$ cat src/logic/rv_exec_cfg.svh
`ifndef RV_EXEC_CFG_SVH
`define RV_EXEC_CFG_SVH

// integer register and data path width
`define RV_XLEN 64

// architectural register count, x0 included
`define RV_NREGS 32

// raw instruction word
`define RV_INST_W 32

// first fetch address after reset
`define RV_RESET_PC 64'h8000_0000

`endif
$ cat src/logic/rv_exec_pkg.sv
`include "rv_exec_cfg.svh"

package rv_exec_pkg;

    typedef logic [`RV_XLEN-1:0]           xlen_t;
    typedef logic [$clog2(`RV_NREGS)-1:0]  reg_idx_t;
    typedef logic [`RV_INST_W-1:0]         inst_t;

    // alu operations, PASS_B forwards operand b (lui)
    typedef enum logic [3:0] {
        ALU_ADD, ALU_SUB, ALU_SLL, ALU_SLT, ALU_SLTU, ALU_XOR,
        ALU_SRL, ALU_SRA, ALU_OR, ALU_AND, ALU_PASS_B
    } alu_op_e;

    // control flow kind, nine values
    typedef enum logic [3:0] {
        BR_NONE, BR_JAL, BR_JALR, BR_BEQ, BR_BNE,
        BR_BLT, BR_BGE, BR_BLTU, BR_BGEU
    } br_kind_e;

    // operand a source
    typedef enum logic [1:0] {OPA_ZERO, OPA_RS1, OPA_PC} opa_sel_e;

    // operand b source
    typedef enum logic [1:0] {OPB_ZERO, OPB_RS2, OPB_IMM} opb_sel_e;

    // decode to execute
    typedef struct packed {
        xlen_t    pc;
        xlen_t    op_a;
        xlen_t    op_b;
        xlen_t    imm;
        reg_idx_t rd;
        logic     wen;
        logic     word;
        alu_op_e  alu_op;
        br_kind_e br_kind;
    } decoded_t;

    // execute to result
    typedef struct packed {
        xlen_t    pc;
        xlen_t    value;
        reg_idx_t rd;
        logic     wen;
        xlen_t    next_pc;
    } exec_t;

    // retire record seen at the top level
    typedef struct packed {
        xlen_t    pc;
        xlen_t    next_pc;
        reg_idx_t rd;
        xlen_t    value;
        logic     wen;
    } retire_t;

endpackage

$ cat src/logic/rv_decode.sv
`timescale 1ns/1ps
`include "rv_exec_cfg.svh"

module rv_decode (
    input  logic                  clk,
    input  logic                  rst_n,
    input  logic                  inst_req,
    input  rv_exec_pkg::inst_t    inst,
    input  rv_exec_pkg::xlen_t    pc,
    output rv_exec_pkg::reg_idx_t rs1_addr,
    output rv_exec_pkg::reg_idx_t rs2_addr,
    input  rv_exec_pkg::xlen_t    rs1_data,
    input  rv_exec_pkg::xlen_t    rs2_data,
    output logic                  dec_valid,
    output rv_exec_pkg::decoded_t dec
);
    import rv_exec_pkg::*;

    localparam logic [6:0] OPC_LUI      = 7'b0110111;
    localparam logic [6:0] OPC_AUIPC    = 7'b0010111;
    localparam logic [6:0] OPC_JAL      = 7'b1101111;
    localparam logic [6:0] OPC_JALR     = 7'b1100111;
    localparam logic [6:0] OPC_BRANCH   = 7'b1100011;
    localparam logic [6:0] OPC_OP_IMM   = 7'b0010011;
    localparam logic [6:0] OPC_OP       = 7'b0110011;
    localparam logic [6:0] OPC_OP_IMM32 = 7'b0011011;
    localparam logic [6:0] OPC_OP32     = 7'b0111011;

    logic     req_q;
    logic     req_rise;
    logic [6:0] opcode;
    logic [2:0] funct3;
    logic [6:0] funct7;
    xlen_t    imm_i;
    xlen_t    imm_u;
    xlen_t    imm_j;
    xlen_t    imm_b;
    opa_sel_e a_sel;
    opb_sel_e b_sel;
    xlen_t    imm;
    alu_op_e  alu_op;
    br_kind_e br_kind;
    logic     word_op;
    logic     writes_rd;
    logic     legal;
    decoded_t dec_next;

    // shared funct3 map of OP and OP-IMM, alt picks sub / sra
    function automatic alu_op_e alu_from_f3(input logic [2:0] f3, input logic alt);
        alu_op_e op;
        case (f3)
            3'b000:  op = alt ? ALU_SUB : ALU_ADD;
            3'b001:  op = ALU_SLL;
            3'b010:  op = ALU_SLT;
            3'b011:  op = ALU_SLTU;
            3'b100:  op = ALU_XOR;
            3'b101:  op = alt ? ALU_SRA : ALU_SRL;
            3'b110:  op = ALU_OR;
            default: op = ALU_AND;
        endcase
        return op;
    endfunction

    // a new request is a rising req
    assign req_rise = inst_req & ~req_q;

    assign opcode   = inst[6:0];
    assign funct3   = inst[14:12];
    assign funct7   = inst[31:25];
    assign rs1_addr = inst[19:15];
    assign rs2_addr = inst[24:20];

    // sign extended immediates
    assign imm_i = {{(`RV_XLEN-12){inst[31]}}, inst[31:20]};
    assign imm_u = {{(`RV_XLEN-32){inst[31]}}, inst[31:12], 12'b0};
    assign imm_j = {{(`RV_XLEN-20){inst[31]}}, inst[19:12], inst[20], inst[30:21], 1'b0};
    assign imm_b = {{(`RV_XLEN-12){inst[31]}}, inst[7], inst[30:25], inst[11:8], 1'b0};

    always_comb begin
        a_sel     = OPA_ZERO;
        b_sel     = OPB_ZERO;
        imm       = '0;
        alu_op    = ALU_ADD;
        br_kind   = BR_NONE;
        word_op   = 1'b0;
        writes_rd = 1'b0;
        legal     = 1'b1;
        case (opcode)
            OPC_LUI: begin
                b_sel     = OPB_IMM;
                imm       = imm_u;
                alu_op    = ALU_PASS_B;
                writes_rd = 1'b1;
            end
            OPC_AUIPC: begin
                a_sel     = OPA_PC;
                b_sel     = OPB_IMM;
                imm       = imm_u;
                writes_rd = 1'b1;
            end
            OPC_JAL: begin
                imm       = imm_j;
                br_kind   = BR_JAL;
                writes_rd = 1'b1;
            end
            OPC_JALR: begin
                // target base comes through operand a
                a_sel     = OPA_RS1;
                imm       = imm_i;
                br_kind   = BR_JALR;
                writes_rd = 1'b1;
                legal     = (funct3 == 3'b000);
            end
            OPC_BRANCH: begin
                a_sel = OPA_RS1;
                b_sel = OPB_RS2;
                imm   = imm_b;
                case (funct3)
                    3'b000:  br_kind = BR_BEQ;
                    3'b001:  br_kind = BR_BNE;
                    3'b100:  br_kind = BR_BLT;
                    3'b101:  br_kind = BR_BGE;
                    3'b110:  br_kind = BR_BLTU;
                    3'b111:  br_kind = BR_BGEU;
                    default: legal = 1'b0;
                endcase
            end
            OPC_OP_IMM: begin
                a_sel     = OPA_RS1;
                b_sel     = OPB_IMM;
                imm       = imm_i;
                writes_rd = 1'b1;
                alu_op    = alu_from_f3(funct3, (funct3 == 3'b101) && inst[30]);
                // shift immediates carry a 6 bit shamt
                if (funct3 == 3'b001) begin
                    legal = (inst[31:26] == 6'b0);
                end else if (funct3 == 3'b101) begin
                    legal = !inst[31] && (inst[29:26] == 4'b0);
                end
            end
            OPC_OP: begin
                a_sel     = OPA_RS1;
                b_sel     = OPB_RS2;
                writes_rd = 1'b1;
                alu_op    = alu_from_f3(funct3, funct7[5]);
                legal     = (funct7 == 7'b0) ||
                            (funct7 == 7'b0100000 && (funct3 == 3'b000 || funct3 == 3'b101));
            end
            OPC_OP_IMM32: begin
                // addiw only
                a_sel     = OPA_RS1;
                b_sel     = OPB_IMM;
                imm       = imm_i;
                word_op   = 1'b1;
                writes_rd = 1'b1;
                legal     = (funct3 == 3'b000);
            end
            OPC_OP32: begin
                // addw and subw only
                a_sel     = OPA_RS1;
                b_sel     = OPB_RS2;
                word_op   = 1'b1;
                writes_rd = 1'b1;
                alu_op    = funct7[5] ? ALU_SUB : ALU_ADD;
                legal     = (funct3 == 3'b000) && (funct7 == 7'b0 || funct7 == 7'b0100000);
            end
            default: legal = 1'b0;
        endcase
        // unknown encodings fall back to a no-op with value zero
        if (!legal) begin
            a_sel     = OPA_ZERO;
            b_sel     = OPB_ZERO;
            alu_op    = ALU_ADD;
            br_kind   = BR_NONE;
            word_op   = 1'b0;
            writes_rd = 1'b0;
        end
    end

    // operand muxes and the x0 write filter
    always_comb begin
        dec_next.pc = pc;
        case (a_sel)
            OPA_RS1: dec_next.op_a = rs1_data;
            OPA_PC:  dec_next.op_a = pc;
            default: dec_next.op_a = '0;
        endcase
        case (b_sel)
            OPB_RS2: dec_next.op_b = rs2_data;
            OPB_IMM: dec_next.op_b = imm;
            default: dec_next.op_b = '0;
        endcase
        dec_next.imm     = imm;
        dec_next.rd      = inst[11:7];
        dec_next.wen     = writes_rd && (inst[11:7] != '0);
        dec_next.word    = word_op;
        dec_next.alu_op  = alu_op;
        dec_next.br_kind = br_kind;
    end

    always_ff @(posedge clk or negedge rst_n) begin
        if (!rst_n) begin
            req_q     <= 1'b0;
            dec_valid <= 1'b0;
        end else begin
            req_q     <= inst_req;
            dec_valid <= req_rise;
        end
    end

    // payload only loads on a new request
    always_ff @(posedge clk) begin
        if (req_rise) begin
            dec <= dec_next;
        end
    end

endmodule

$ cat config.mk
export PLATFORM = sky130hd
export DESIGN_NAME = rv_decode
export DESIGN_NICKNAME = d
export VERILOG_FILES = /design/src/logic/rv_exec_pkg.sv /design/src/logic/rv_decode.sv
export VERILOG_INCLUDE_DIRS = /design/src /design/src/logic
export SDC_FILE = /design/constraint.sdc
export NUM_CORES = 1
export LEC_CHECK = 0
export BUFFER_PORTS_ARGS = -buffer_cell sky130_fd_sc_hd__buf_2
export CAP_MARGIN = 20
export CORE_AREA = 2 2 199 201
export DETAILED_ROUTE_END_ITERATION = 12
export DIE_AREA = 0 0 201 203
export SKIP_CTS_REPAIR_TIMING = 1
export SLEW_MARGIN = 0
export SYNTH_ARGS = -nofsm -noshare
export SYNTH_HDL_FRONTEND = slang
export SYNTH_SLANG_ARGS = --single-unit
$ cat constraint.sdc
create_clock -name clk -period 17.92 [get_ports clk]
set_clock_uncertainty 0.05 [all_clocks]
set_input_delay 1.792 -clock clk [delete_from_list [all_inputs] [get_ports clk]]
set_output_delay 1.792 -clock clk [all_outputs]
set_load 0.005 [all_outputs]
; Word level (Yosys, flattened, before mapping)
; Index checks and enable logic that the tools add are counted.
[totals]
register_bits = 273
rom_bits = 0
ram_bits = 0
in_bits = 227
n_memories = 0
latchBits = 0
[classes]
n_mul = 0
n_mux = 23
addsub = 0
shift = 0
eq_ne = 21
n_div = 0
bitwise = 2
reduce_logical = 24
magnitude_cmp = 0
[ops]
columns = op, count
row1 = 64-bit one-hot mux with 2 select lines, 2
row2 = 64-bit one-hot mux with 4 select lines, 1
row3 = 4-bit one-hot mux with 7 select lines, 2
row4 = "7-bit by 6-bit equality test with 1-bit output, second input constant", 4
row5 = 4-bit one-hot mux with 6 select lines, 1
row6 = "7-bit by 5-bit equality test with 1-bit output, second input constant", 3
row7 = "7-bit equality test, second input constant", 3
row8 = 4-bit one-hot mux with 4 select lines, 1
row9 = "3-bit equality test, second input constant", 4
row10 = 4-bit one-hot mux with 3 select lines, 1
row11 = 6-bit OR reduction, 2
row12 = 1-bit two-way mux, 10
row13 = 3-bit OR reduction, 3
row14 = 2-bit one-hot mux with 2 select lines, 2
row15 = 8-bit OR reduction, 1
row16 = 7-bit logical NOT, 1
row17 = "3-bit by 2-bit equality test with 1-bit output, second input constant", 2
row18 = 6-bit logical NOT, 1
row19 = 1-bit one-hot mux with 6 select lines, 1
row20 = 2-bit OR reduction, 3
row21 = 1-bit logical AND, 5
row22 = 5-bit nonzero test, 1
row23 = "2-bit by 1-bit equality test with 1-bit output, second input constant", 2
row24 = "2-bit equality test, second input constant", 2
row25 = other kinds (9), 12

; Longest topological paths before layout
; Gate-level depths: netlist of run 1.
[depth]
ltp_word = 8
depth_mapped = 13
mapped_depth_nobuf = 10

; Worst setup path before layout of run 1
; Ideal clock, no wire load.
[synth_path]
path_type = input-to-reg
from = input inst_req
to = register dec_valid
path_buffers = 0
t_arrival_ns = 12.107
setup_time_ns = 1.216
path_stages = 1
setup_slack_ns = 4.547
required_time_ns = 16.654
path_cell_list = nor2b_1
[synth_between]
elab_chain_len = 1
[synth_lines]
columns = element, line
row1 = start: declaration, rv_decode.sv:7  ; input logic inst_req,
row2 = 1-bit bitwise AND, rv_decode.sv:65  ; assign req_rise = inst_req & ~req_q;
row3 = end signal: assignment, rv_decode.sv:207  ; dec_valid <= req_rise;
row4 = end: declaration, rv_decode.sv:14  ; output logic dec_valid,
; Every way passes these cells.
; A chain may end at the register's enable or synchronous reset.

==> results.rst, run 1 <==
.. list-table::
   :header-rows: 1

   * - Metric
     - Value
   * - Number of cells on the worst reg-to-reg path
     - 3
   * - Final clock period utilization by the worst path
     - 33.0%
   * - Achievable Freq
     - 0.169 GHz
   * - Min-delay worst type
     - flip-flop to flip-flop
   * - Post-placement worst setup slack
     - 11.44 ns
   * - Die Height
     - 203 um
   * - Fraction of post-synthesis cell area in the top cell type by area
     - 72.2%
   * - Cts bufs inserted
     - 28
   * - Setup TNS
     - 0 ns
   * - CTS tree
     - yes
   * - Vias in the first global route
     - 7396
   * - Detailed Place HPWL
     - 25.0 mm
   * - Number of enable-type register cells in the synthesized netlist
     - 239
   * - Dominant combinational cell family by area after synthesis
     - compound AO/OA/AOI/OAI gates
   * - Top cells by area, synth
     - edfxtp_1 (72%), a22oi_1 (6.2%), nor2_1 (3.8%)
   * - FF-to-FF Start
     - req_q
   * - Final Instance Area
     - 0.0136 mm^2
   * - Global-route layer with the greatest usage
     - met2
   * - Synthesized netlist net count
     - 915
   * - Violation count after the first detailed-routing iteration
     - 439
   * - Total number of vias
     - 7747
   * - Filler instances
     - 3832
   * - Number of standard cells in the layout, taps in and fillers out
     - 1682
   * - Synth-to-layout area growth
     - 36.8%
   * - Gp weighted congestion
     - 0.844
   * - Cell count after synthesis
     - 684
   * - Share of final-layout standard cells stronger than drive strength 1
     - 48.6%
   * - Async set-or-reset flop fraction in the synthesized netlist
     - 0.830%
   * - Final Max Tran Viols
     - 0
   * - Count of maximum capacitance violations
     - 0
   * - End point of the critical path
     - dec[96]
   * - Share of the yosys chip area belonging to registers
     - 72.7%
   * - M2 GR Usage
     - 26.2%
   * - Total iterations of the first detailed-routing run
     - 7
   * - Met3 usage
     - 3.90%
   * - Finish-stage setup viols
     - 0
   * - Number of vias per cell
     - 4.61
   * - Total leakage power
     - 0.00573 uW
   * - Average cell area after synthesis
     - 14.5 um^2
   * - Wirelength, routed
     - 33.5 mm
   * - Final net count
     - 1373
   * - Post-synthesis xor/xnor area fraction
     - 0.176%
   * - Run status
     - finished clean
   * - Multi-input combinational cell area
     - 0.00222 mm^2
   * - DRC viols
     - 0
   * - Total power divided by cell area
     - 91.8 mW/mm^2
   * - Worst Setup SP
     - inst[31]
   * - Port Buf Inserts
     - 508
   * - Synth Cell Area
     - 0.00994 mm^2
   * - Required time of the critical path
     - 18.29 ns
   * - Share of synthesized area spent on multiplexers
     - 0%
   * - Primary flip-flop cell chosen by synthesis mapping
     - edfxtp_1
   * - # clock sinks
     - 241
   * - Least-Margin Pin Slew
     - 1.07 ns
   * - Peak supply drop
     - 0.0634 mV
   * - Met1 usage in global routing
     - 19.6%
   * - Global-route wire length before repair
     - 48.0 mm
   * - Remaining global-route overflow
     - 0
   * - Final number of hold-violating endpoints
     - 0
   * - Setup slack on the worst flop-to-flop path
     - 15.35 ns
   * - Category of the worst setup path launch point
     - input port
   * - Core area
     - 0.0385 mm^2
   * - Total Routing Usage GR
     - 15.5%
   * - Register area
     - 0.00723 mm^2
   * - Max FO, Critical Path
     - 20
   * - Number of buffers between clock root and the deepest sink
     - 3
   * - Unrepaired setup endpoints after global routing
     - no
   * - Die X
     - 201 um
   * - Synth Area in Compound Gates
     - 13.9%
   * - Time the worst path needs with I/O delays and setup
     - 5.90 ns
   * - Arrival @ worst endpoint
     - 6.28 ns
   * - Initial cell density of the core
     - 25.8%
   * - Path type of the worst setup path
     - input port to flip-flop
   * - ANT nets after route
     - 0
   * - CTS root buf
     - clkbuf_16
   * - Headroom to the max-slew limit
     - 28.3%
   * - Count of synthesis-stage warnings from yosys
     - 0
   * - Cell Count Post-Placement
     - 1627
   * - Leading area contributor after synthesis
     - edfxtp_1
   * - Number of distinct standard cells referenced by the synthesized netlist
     - 45
   * - Synthesized-area fraction occupied by and/or/nand/nor cells
     - 7.53%
   * - Number of antenna violations at the first check in global routing
     - 10
   * - Count of boundary I/O pins
     - 509
   * - Number of cell rows
     - 72
   * - Clock latency on the worst-skew pair
     - 0.54 ns
   * - Type of element capturing the critical path
     - flip-flop
   * - Pin count of the biggest net entering global routing
     - 82
   * - Reg-to-reg critical path endpoint
     - dec[128]
   * - Die ar.
     - 0.0408 mm^2
   * - Number of levels in the clock H-tree
     - 1
   * - Clock transition at the registers of the reported paths
     - 0.06 ns
   * - WL per Instance
     - 19.9 um
   * - FF+latch count, synth
     - 241
   * - Adder-Cell Fraction of Synth Area
     - 0.503%
   * - Final Core Density
     - 35.3%
   * - Dpl cell area
     - 0.0127 mm^2
   * - Smallest setup slack after layout
     - 12.02 ns
state kept, by name, summed over array words and instances (netlist names):
| register | flops |
|---|---|
| dec | 239 |
| req_q | 1 |
| dec_valid | 1 |
worst max-delay path, cell delays in order:
cell,delay [ns]
buf_2,0.16
or4_1,0.62
a211o_1,0.31
a2111oi_2,0.39
nor4_2,0.09
clkbuf_4,0.21
or4_1,0.50
ha_1,0.60
nor2b_1,0.70
nand3_1,0.24
nor2_1,0.46
a221o_1,0.20
placed cells by master, fill, tap and decap left out, drive strengths merged, types with 2 or more instances in the layout:
master	n
a211oi	6
a21o	43
a21oi	7
a221o	8
a22o	9
a22oi	82
a2bb2oi	2
and2	8
and3	3
buf	518
clkbuf	36
clkinv	15
dfrtp	2
edfxtp	239
ha	4
inv	5
nand2	12
nand2b	2
nand3	4
nor2	100
nor2b	8
nor3	6
nor3b	2
nor4	3
nor4bb	2
o21ai	4
o2bb2ai	11
or3	2
or4	5
cell usage after synthesis, types with 2 or more instances:
cell / n
or4_1: 5
nor4bb_1: 2
a211oi_1: 5
inv_1: 5
clkbuf_1: 43
nand2_1: 12
buf_4: 42
a21o_1: 43
nor3b_1: 2
nand3_1: 4
a2bb2oi_1: 2
nor2_1: 100
nor4_1: 3
nor2b_1: 8
buf_1: 5
o2bb2ai_1: 11
edfxtp_1: 239
nor3_1: 6
or3_1: 2
a21oi_1: 7
and2_1: 8
ha_1: 4
a22oi_1: 82
nand2b_1: 2
a22o_1: 9
dfrtp_1: 2
o21ai_0: 4
and3_1: 3
a221o_1: 8
cells by family (layout without fill, tap and decap cells):
group	count (synthesis)	in the layout
other	0	1
and+or+nand+nor	162	162
xor gates and xnor gates	2	2
adders and majority gates	4	4
DFF	241	241
AOI/OAI and AO/OA	179	179
buffers and inverters	96	575
report_power, final:
part           total (uW)  switching [uW]  internal [uW]
sequential            642            4.66            638
clock                 522             222            300
combinational        82.7            47.7           35.1
total                1250             274            973
stage by stage:
step / hold WS, ns / power, uW
2_1_floorplan: 1.45 / 689
3_3_place_gp: 0.839 / 736
3_5_place_dp: 0.851 / 737
4_1_cts: 0.861 / 1270
5_1_grt: 0.922 / 1290
6_report: 0.836 / 1250
metal layers:
metal	wire [um]	vias to the layer above
li1	-	3516
met1	13200	3763
met2	16600	399
met3	2820	65
met4	894	4
met5	22	-
area by class of cell:
| cell class | instances | area share [%] |
|---|---|---|
| sequential | 241 | 53.2 |
| tap | 518 | 4.77 |
| inverter | 5 | 0.138 |
| antenna | 1 | 0.0184 |
| clock buffer | 35 | 5.35 |
| multi-input combinational | 347 | 16.4 |
| timing repair buffer | 519 | 19.4 |
| clock inverter | 16 | 0.810 |
worst min path at each step:
| stage | from | depth (start not counted) | endpoint | slack (ns) |
|---|---|---|---|---|
| final | req_q | 2 | dec_valid | 0.84 |
| after global routing | req_q | 2 | dec_valid | 0.92 |
| after CTS | req_q | 2 | dec_valid | 0.86 |
| after detailed placement | req_q | 2 | dec_valid | 0.85 |
| after global placement | req_q | 2 | dec_valid | 0.84 |
| after floorplan | rst_n | 0 | dec_valid | 1.45 |
Note: power is estimated with default switching activity, not from simulation.
==> run 2: changes to the inputs <==
--- a/config.mk
+++ b/config.mk
@@ -6,11 +6,12 @@
 export SDC_FILE = /design/constraint.sdc
 export NUM_CORES = 1
 export LEC_CHECK = 0
+export ABC_AREA = 1
 export BUFFER_PORTS_ARGS = -buffer_cell sky130_fd_sc_hd__buf_2
 export CAP_MARGIN = 20
-export CORE_AREA = 2 2 199 201
+export CORE_AREA = 2 2 198 200
 export DETAILED_ROUTE_END_ITERATION = 12
-export DIE_AREA = 0 0 201 203
+export DIE_AREA = 0 0 200 202
 export SKIP_CTS_REPAIR_TIMING = 1
 export SLEW_MARGIN = 0
 export SYNTH_ARGS = -nofsm -noshare
==> constraint.sdc (replaced) <==
create_clock -name clk -period 5.82 [get_ports clk]
set_clock_uncertainty 0.05 [all_clocks]
set_input_delay 0.582 -clock clk [delete_from_list [all_inputs] [get_ports clk]]
set_output_delay 0.582 -clock clk [all_outputs]
set_load 0.005 [all_outputs]
==> results.rst, run 2 <==
.. list-table::
   :header-rows: 1

   * - Metric
     - Value
   * - Final net count
     - 1597 (+16%)
   * - Clock transition at the registers of the reported paths
     - 0.06 ns (about the same)
   * - Leading cell type in the layout, fill and taps excluded
     - buf_2
   * - Die Height
     - 202 um (-0.49%)
   * - Number of buffer and inverter instances along the worst setup path
     - 3 (+1)
   * - Setup TNS
     - 0 ns (unchanged)
   * - Number of enable-type register cells in the synthesized netlist
     - 239 (unchanged)
   * - Headroom to the max-slew limit
     - 39.2% (+11 points)
   * - Required time of the critical path
     - 6.04 ns (-12.25 ns)
   * - Leading cell types by count after synthesis
     - nand2_1 (282), edfxtp_1 (239), a21oi_1 (125)
   * - Worst-path cell chain
     - buf_2 > nand2_2 > inv_1 > nand2_2 > nand2_2 > nor2_1 > nand3_1 > nor2_4 > nor2_1 > ha_2 > buf_4 > a21oi_1
   * - Remaining global-route overflow
     - 0 (unchanged)
   * - Async set-or-reset flop fraction in the synthesized netlist
     - 0.830% (unchanged)
   * - Max FO, Critical Path
     - 40 (+100%)
   * - Least-Margin Pin Slew
     - 0.912 ns (-0.163 ns)
   * - Port Buf Inserts
     - 508 (unchanged)
   * - Peak supply drop
     - 0.220 mV (+250%)
   * - Count of boundary I/O pins
     - 509 (unchanged)
   * - Violation count after the first detailed-routing iteration
     - 417 (-5.0%)
   * - Register ranked first by flip-flop count
     - dec
   * - Clock power share
     - 43.9% (+2.0 points)
   * - Wirelength, routed
     - 34.8 mm (+3.9%)
   * - Synth-to-layout area growth
     - 34.8%
   * - Primary flip-flop cell chosen by synthesis mapping
     - edfxtp_1
   * - Cts bufs inserted
     - 27 (-3.6%)
   * - Share of the yosys chip area belonging to registers
     - 68.8% (-3.9 points)
   * - Number of vias per cell
     - 4.40 (-4.4%)
   * - Total Routing Usage GR
     - 16.3% (+0.80 points)
   * - CTS tree
     - yes
   * - FF-to-FF Start
     - req_q
   * - Detailed Place HPWL
     - 26.7 mm (+6.9%)
   * - Run status
     - finished clean
   * - Filler instances
     - 3859 (+0.70%)
   * - FF+latch count, synth
     - 241 (unchanged)
   * - Time the worst path needs with I/O delays and setup
     - 3.21 ns
   * - Top Registers
     - dec: 239 flops, dec_valid: 1 flops, req_q: 1 flops
   * - ANT nets after route
     - 0 (unchanged)
   * - Final clock period utilization by the worst path
     - 55.1%
   * - Number of cell rows
     - 72 (unchanged)
   * - Count of maximum capacitance violations
     - 0 (unchanged)
   * - Min-delay worst type
     - input port to flip-flop
   * - Leading area contributor after synthesis
     - edfxtp_1
   * - Max stage delay on crit path
     - 0.89 ns (+0.19 ns)
   * - Number of distinct standard cells referenced by the synthesized netlist
     - 28 (-38%)
   * - Cell with the largest stage delay on the worst path
     - ha_2
   * - Final Max Tran Viols
     - 0 (unchanged)
   * - Final number of hold-violating endpoints
     - 0 (unchanged)
   * - Unrepaired setup endpoints after global routing
     - no
   * - Total leakage power
     - 0.00589 uW (+2.8%)
   * - Synthesized netlist net count
     - 1140 (+25%)
   * - Core area
     - 0.0383 mm^2 (-0.47%)
   * - Share of final-layout standard cells stronger than drive strength 1
     - 44.0% (-4.6 points)
   * - Finish-stage setup viols
     - 0 (unchanged)
   * - Type of element capturing the critical path
     - flip-flop
   * - Arrival @ worst endpoint
     - 3.42 ns (-2.86 ns)
   * - Initial cell density of the core
     - 27.4% (+1.6 points)
   * - Pin count of the biggest net entering global routing
     - 161 (+96%)
   * - Global-route wire length before repair
     - 49.7 mm (+3.6%)
   * - Flop pwr share
     - 49.8% (-1.7 points)
   * - Number of levels in the clock H-tree
     - 1 (unchanged)
   * - Clock latency on the worst-skew pair
     - 0.54 ns (about the same)
   * - WL per Instance
     - 18.3 um (-8.3%)
   * - Category of the worst setup path launch point
     - input port
   * - Switch share
     - 21.0% (-1.0 points)
   * - Number of buffers between clock root and the deepest sink
     - 3 (unchanged)
   * - Most used cells in the layout excluding fill and tap cells
     - buf_2 (508), nand2_1 (282), edfxtp_1 (239), a21oi_1 (125), inv_1 (41)
   * - Number of antenna violations at the first check in global routing
     - 6 (-4)
   * - Synth Cell Area
     - 0.0105 mm^2 (+5.6%)
   * - Count of synthesis-stage warnings from yosys
     - 0 (unchanged)
   * - CP most frequent cell
     - nand2_2
   * - Worst Setup SP
     - inst[4]
   * - # clock sinks
     - 241 (unchanged)
   * - Die ar.
     - 0.0404 mm^2 (-0.99%)
   * - Internal power
     - 3140 uW (+220%)
   * - Fraction of post-synthesis cell area in the top cell type by area
     - 68.4% (-3.8 points)
   * - Combinational group share of total power
     - 6.3% (-0.3 points)
   * - Achievable Freq
     - 0.312 GHz
   * - Gp weighted congestion
     - 0.857 (+1.6%)
   * - Psw
     - 833 uW (+200%)
   * - Vias in the first global route
     - 8133 (+10%)
   * - CTS root buf
     - clkbuf_16
   * - Top cells by area, synth
     - edfxtp_1 (68%), nand2_1 (10%), a21oi_1 (6.0%)
   * - Total power divided by cell area
     - 281 mW/mm^2 (+210%)
   * - Hold_sp
     - inst_req
   * - Dominant cell by count in the synthesized netlist
     - nand2_1
   * - Total iterations of the first detailed-routing run
     - 6 (-1)
   * - Path type of the worst setup path
     - input port to flip-flop
   * - DRC viols
     - 0 (unchanged)
   * - Die X
     - 200 um (-0.50%)
   * - Cell count after synthesis
     - 909 (+33%)
   * - Average cell area after synthesis
     - 11.6 um^2 (-21%)
   * - Total number of vias
     - 8390 (+8.3%)
   * - Cell Count Post-Placement
     - 1854 (+14%)
   * - Flip-flop count of the largest register, all copies and words added
     - 239 (unchanged)
   * - Number of standard cells in the layout, taps in and fillers out
     - 1906 (+13%)
   * - Delay-heaviest family, CP
     - simple AND/OR/NAND/NOR gates
-- run 2: cell types whose count changed after synthesis, sizes merged, moves of 10 or more --
cell     delta
a21o       -43
nor2       -62
inv        +40
nand2     +280
o2bb2ai    -11
a22oi      -82
clkbuf     -10
nand3      +46
a21oi     +125
-- run 2: metrics by stage --
stage / hold slack, ns / setup slack [ns] / area, um^2 / power, uW / util (%)
3_3_place_gp: 0.318 / 2.18 / 13200 / 2260 / 34.6
6_report: 0.114 / 2.61 / 14200 / 3970 / 37.0
2_1_floorplan: 0.236 / 1.20 / 10500 / 2100 / -
3_5_place_dp: 0.321 / 2.06 / 13200 / 2270 / 34.6
5_1_grt: 0.102 / 2.31 / 14200 / 4110 / 37.0
4_1_cts: -0.266 / 2.65 / 14100 / 4010 / 36.9
-- run 2: logic make-up after synthesis --
logic type	after synthesis	synth area share [%]
AOI/OAI and AO/OA	140	6.98
buffers and inverters	135	6.92
and+or+nand+nor	389	16.8
DFF	241	68.8
adders and majority gates	4	0.477
-- run 2: power groups by stage --
stage               registers (uW)  logic (uW)  clock network [uW]
floorplan                     2030        68.7                   0
CTS                           1980         252                1780
global route                  1980         272                1860
detailed placement            2010         251                   0
global placement              2010         250                   0
finish                        1980         248                1740
-- run 2: cell type report --
cell class | count | area [um^2] | share of cell area, %
inverters | 45 | 174 | 1.23
diodes | 3 | 7.51 | 0.0530
repair buffers | 518 | 2630 | 18.6
flip-flops and latches | 241 | 7230 | 51.1
multi-input cells | 533 | 2560 | 18.1
well taps | 518 | 648 | 4.58
clock inverters | 15 | 204 | 1.44
clock buffers | 33 | 698 | 4.93
-- run 2: final timing paths --
path	slack (ns)	end	depth (start not counted)
worst min-delay path	0.11	req_q	1
worst min register to register	0.50	dec_valid	1
worst max-delay path	2.61	dec[136]	12
worst max register to register	3.73	dec[205]	2
min in group asynchronous	0.33	dec_valid	2
max in group asynchronous	5.29	req_q	2
-- run 2: metal layers --
layer	track usage, %	up-vias	part of all wire (%)
li1	-	3994	-
met1	19.6	3948	39
met2	29.0	399	51
met3	4.15	47	8.5
met4	3.68	2	2.0
met5	0	-	0.020
-- run 2: worst register-to-register path, delay by kind of cell, from the launching register on --
family / cells / cell delay, ns
flip-flops: 1 / 0.39
buffers and inverters: 1 / 0.64
AND/OR/NAND/NOR: 1 / 0.42
==> run 3: changes to the inputs <==
--- a/config.mk
+++ b/config.mk
@@ -6,12 +6,12 @@
 export SDC_FILE = /design/constraint.sdc
 export NUM_CORES = 1
 export LEC_CHECK = 0
-export ABC_AREA = 1
+export ABC_AREA = 0
 export BUFFER_PORTS_ARGS = -buffer_cell sky130_fd_sc_hd__buf_2
 export CAP_MARGIN = 20
-export CORE_AREA = 2 2 198 200
+export CORE_AREA = 2 2 199 201
 export DETAILED_ROUTE_END_ITERATION = 12
-export DIE_AREA = 0 0 200 202
+export DIE_AREA = 0 0 201 203
 export SKIP_CTS_REPAIR_TIMING = 1
 export SLEW_MARGIN = 0
 export SYNTH_ARGS = -nofsm -noshare
==> constraint.sdc (replaced) <==
create_clock -name clk -period 3.3 [get_ports clk]
set_clock_uncertainty 0.05 [all_clocks]
set_input_delay 0.33 -clock clk [delete_from_list [all_inputs] [get_ports clk]]
set_output_delay 0.33 -clock clk [all_outputs]
set_load 0.005 [all_outputs]
==> results.rst, run 3 (synthesized netlist as in run 1, its figures left out) <==
.. list-table::
   :header-rows: 1

   * - Metric
     - Value
   * - Total leakage power
     - 0.00635 uW (+7.9%)
   * - Flip-flop count of the largest register, all copies and words added
     - 239 (unchanged)
   * - Finish-stage setup viols
     - 0 (unchanged)
   * - Crit. path cell count
     - 11 (-1)
   * - Least-Margin Pin Slew
     - 0.878 ns (-0.0339 ns)
   * - Multi-input combinational cell area
     - 0.00226 mm^2 (-12%)
   * - Number of vias per cell
     - 4.55 (+3.3%)
   * - Wirelength, routed
     - 35.6 mm (+2.2%)
   * - Type of element capturing the critical path
     - flip-flop
   * - CTS tree
     - yes
   * - Final number of hold-violating endpoints
     - 0 (unchanged)
   * - Path type of the worst setup path
     - input port to flip-flop
   * - Achievable Freq
     - 0.329 GHz
   * - Port Buf Inserts
     - 508 (unchanged)
   * - ANT nets after route
     - 0 (unchanged)
   * - WL per Instance
     - 19.6 um (+7.3%)
   * - Final clock period utilization by the worst path
     - 92.1%
   * - Cell with the largest stage delay on the worst path
     - or4_4
   * - Final net count
     - 1504 (-5.8%)
   * - Number of levels in the clock H-tree
     - 1 (unchanged)
   * - Global-route wire length before repair
     - 49.2 mm (-1.0%)
   * - Peak supply drop
     - 0.323 mV (+47%)
   * - Unrepaired setup endpoints after global routing
     - no
   * - Number of antenna violations at the first check in global routing
     - 11 (+5)
   * - Total power divided by cell area
     - 467 mW/mm^2 (+67%)
   * - Pin count of the biggest net entering global routing
     - 151 (-6.2%)
   * - Final Instance Area
     - 0.0150 mm^2 (+6.3%)
   * - Hold Path Cell Cnt
     - 2 (+1)
   * - Die ar.
     - 0.0408 mm^2 (+1.0%)
   * - Detailed Place HPWL
     - 26.0 mm (-2.8%)
   * - Remaining global-route overflow
     - 0 (unchanged)
   * - Top Registers
     - dec: 239 flops, dec_valid: 1 flops, req_q: 1 flops
   * - Die X
     - 201 um (+0.50%)
   * - Met2 wire length
     - 18.1 mm (+2.4%)
   * - Headroom to the max-slew limit
     - 41.5% (+2.3 points)
   * - Required time of the critical path
     - 3.66 ns (-2.38 ns)
   * - Synth-to-layout area growth
     - 51.4%
   * - Share of final-layout standard cells stronger than drive strength 1
     - 46.7% (+2.7 points)
   * - Initial cell density of the core
     - 25.8% (-1.6 points)
   * - Clock latency on the worst-skew pair
     - 0.55 ns (about the same)
   * - Final Max Tran Viols
     - 0 (unchanged)
   * - Vias in the first global route
     - 7630 (-6.2%)
   * - Dpl cell area
     - 0.0131 mm^2 (-0.66%)
   * - Register area
     - 0.00723 mm^2 (unchanged)
   * - Highest routed metal layer
     - met4
   * - Count of boundary I/O pins
     - 509 (unchanged)
   * - Total length of routed met3 wires
     - 2.82 mm (-4.4%)
   * - DRC viols
     - 0 (unchanged)
   * - Core area
     - 0.0385 mm^2 (+0.47%)
   * - Arrival @ worst endpoint
     - 3.40 ns (-0.02 ns)
   * - Filler instances
     - 3639 (-5.7%)
   * - Leading cell type in the layout, fill and taps excluded
     - buf_2
   * - Number of cell rows
     - 72 (unchanged)
   * - Run status
     - finished clean
   * - Count of maximum capacitance violations
     - 0 (unchanged)
   * - Gp weighted congestion
     - 0.820 (-4.4%)
   * - Cell Count Post-Placement
     - 1660 (-10%)
   * - Max FO, Critical Path
     - 8 (-80%)
   * - Final Core Density
     - 39.1% (+2.2 points)
   * - Cts bufs inserted
     - 28 (+3.7%)
   * - Total number of vias
     - 8254 (-1.6%)
   * - Number of cells on the worst reg-to-reg path
     - 2 (unchanged)
   * - Total Routing Usage GR
     - 16.0% (-0.31 points)
   * - Delay-heaviest family, CP
     - simple AND/OR/NAND/NOR gates
   * - Register ranked first by flip-flop count
     - dec
   * - CP most frequent cell
     - or4_4
   * - Most used cells in the layout excluding fill and tap cells
     - buf_2 (508), edfxtp_1 (239), dlygate4sd3_1 (101), nor2_1 (99), a22oi_1 (82)
   * - CTS root buf
     - clkbuf_16
   * - Min-delay worst type
     - input port to flip-flop
   * - Worst-path cell chain
     - buf_2 > or4_4 > a211o_1 > a2111oi_4 > nor4_2 > or4_4 > ha_4 > nor2b_4 > nand3_1 > nor2_1 > a221o_1
   * - Clock transition at the registers of the reported paths
     - 0.06 ns (about the same)
   * - Number of standard cells in the layout, taps in and fillers out
     - 1816 (-4.7%)
   * - Violation count after the first detailed-routing iteration
     - 544 (+30%)
   * - Number of buffers between clock root and the deepest sink
     - 3 (unchanged)
   * - Time the worst path needs with I/O delays and setup
     - 3.04 ns
   * - Die Height
     - 203 um (+0.50%)
   * - # clock sinks
     - 241 (unchanged)
   * - Max stage delay on crit path
     - 0.55 ns (-0.34 ns)
   * - Total iterations of the first detailed-routing run
     - 6 (unchanged)
   * - Category of the worst setup path launch point
     - input port
   * - Metal1 wirelength
     - 14.0 mm (+3.1%)
   * - Number of buffer and inverter instances along the worst setup path
     - 1 (-2)
==> run 3: worst reg2reg max path: cells and delay by family (launching register included) <==
family	cells	cell delay (ns)
AND/OR/NAND/NOR	1	0.18
flip-flops	1	0.40
buffers and inverters	1	0.53
==> run 3: final timing paths <==
kind	slack, ns	start	end
min reg2reg	0.71	req_q	dec_valid
max in group asynchronous	3.06	rst_n	dec_valid
min	0.007	rs2_data[53]	dec[132]
max	0.26	inst[31]	dec[91]
max reg2reg	1.56	req_q	dec[110]
min in group asynchronous	0.05	rst_n	req_q
==> run 3: cell type report <==
class	instances	area share [%]
antenna	5	0.0831
clock buffer	32	4.76
clock inverter	18	1.09
inverter	5	0.125
multi-input combinational	347	15.0
sequential	241	48.0
tap	518	4.31
timing repair buffer	650	26.6
==> run 3: layer usage <==
layer  vias to the layer above  track usage (%)
met4                         0             4.60
met1                      3982             20.1
met3                        53             3.72
met2                       435             27.4
li1                       3784                -
met5                         -                0
==> run 3: stage by stage <==
step,hold WS (ns),TNS [ns],setup slack [ns],power (uW)
after global placement,0.0636,-7.72,-0.224,4030
after detailed placement,0.0708,-10.59,-0.308,4030
after global routing,0.00270,0,0.0892,7290
after CTS,-0.526,0,0.263,7020
after floorplan,-0.0156,-265.98,-1.11,3710
final,0.00671,0,0.261,7030
==> run 3: power breakdown <==
| part | switching, uW | leakage [uW] | internal, uW |
|---|---|---|---|
| logic | 288 | 0.00356 | 285 |
| clock network | 1250 | 0.000422 | 1720 |
| registers | 26.8 | 0.00237 | 3460 |
| total | 1570 | 0.00635 | 5460 |
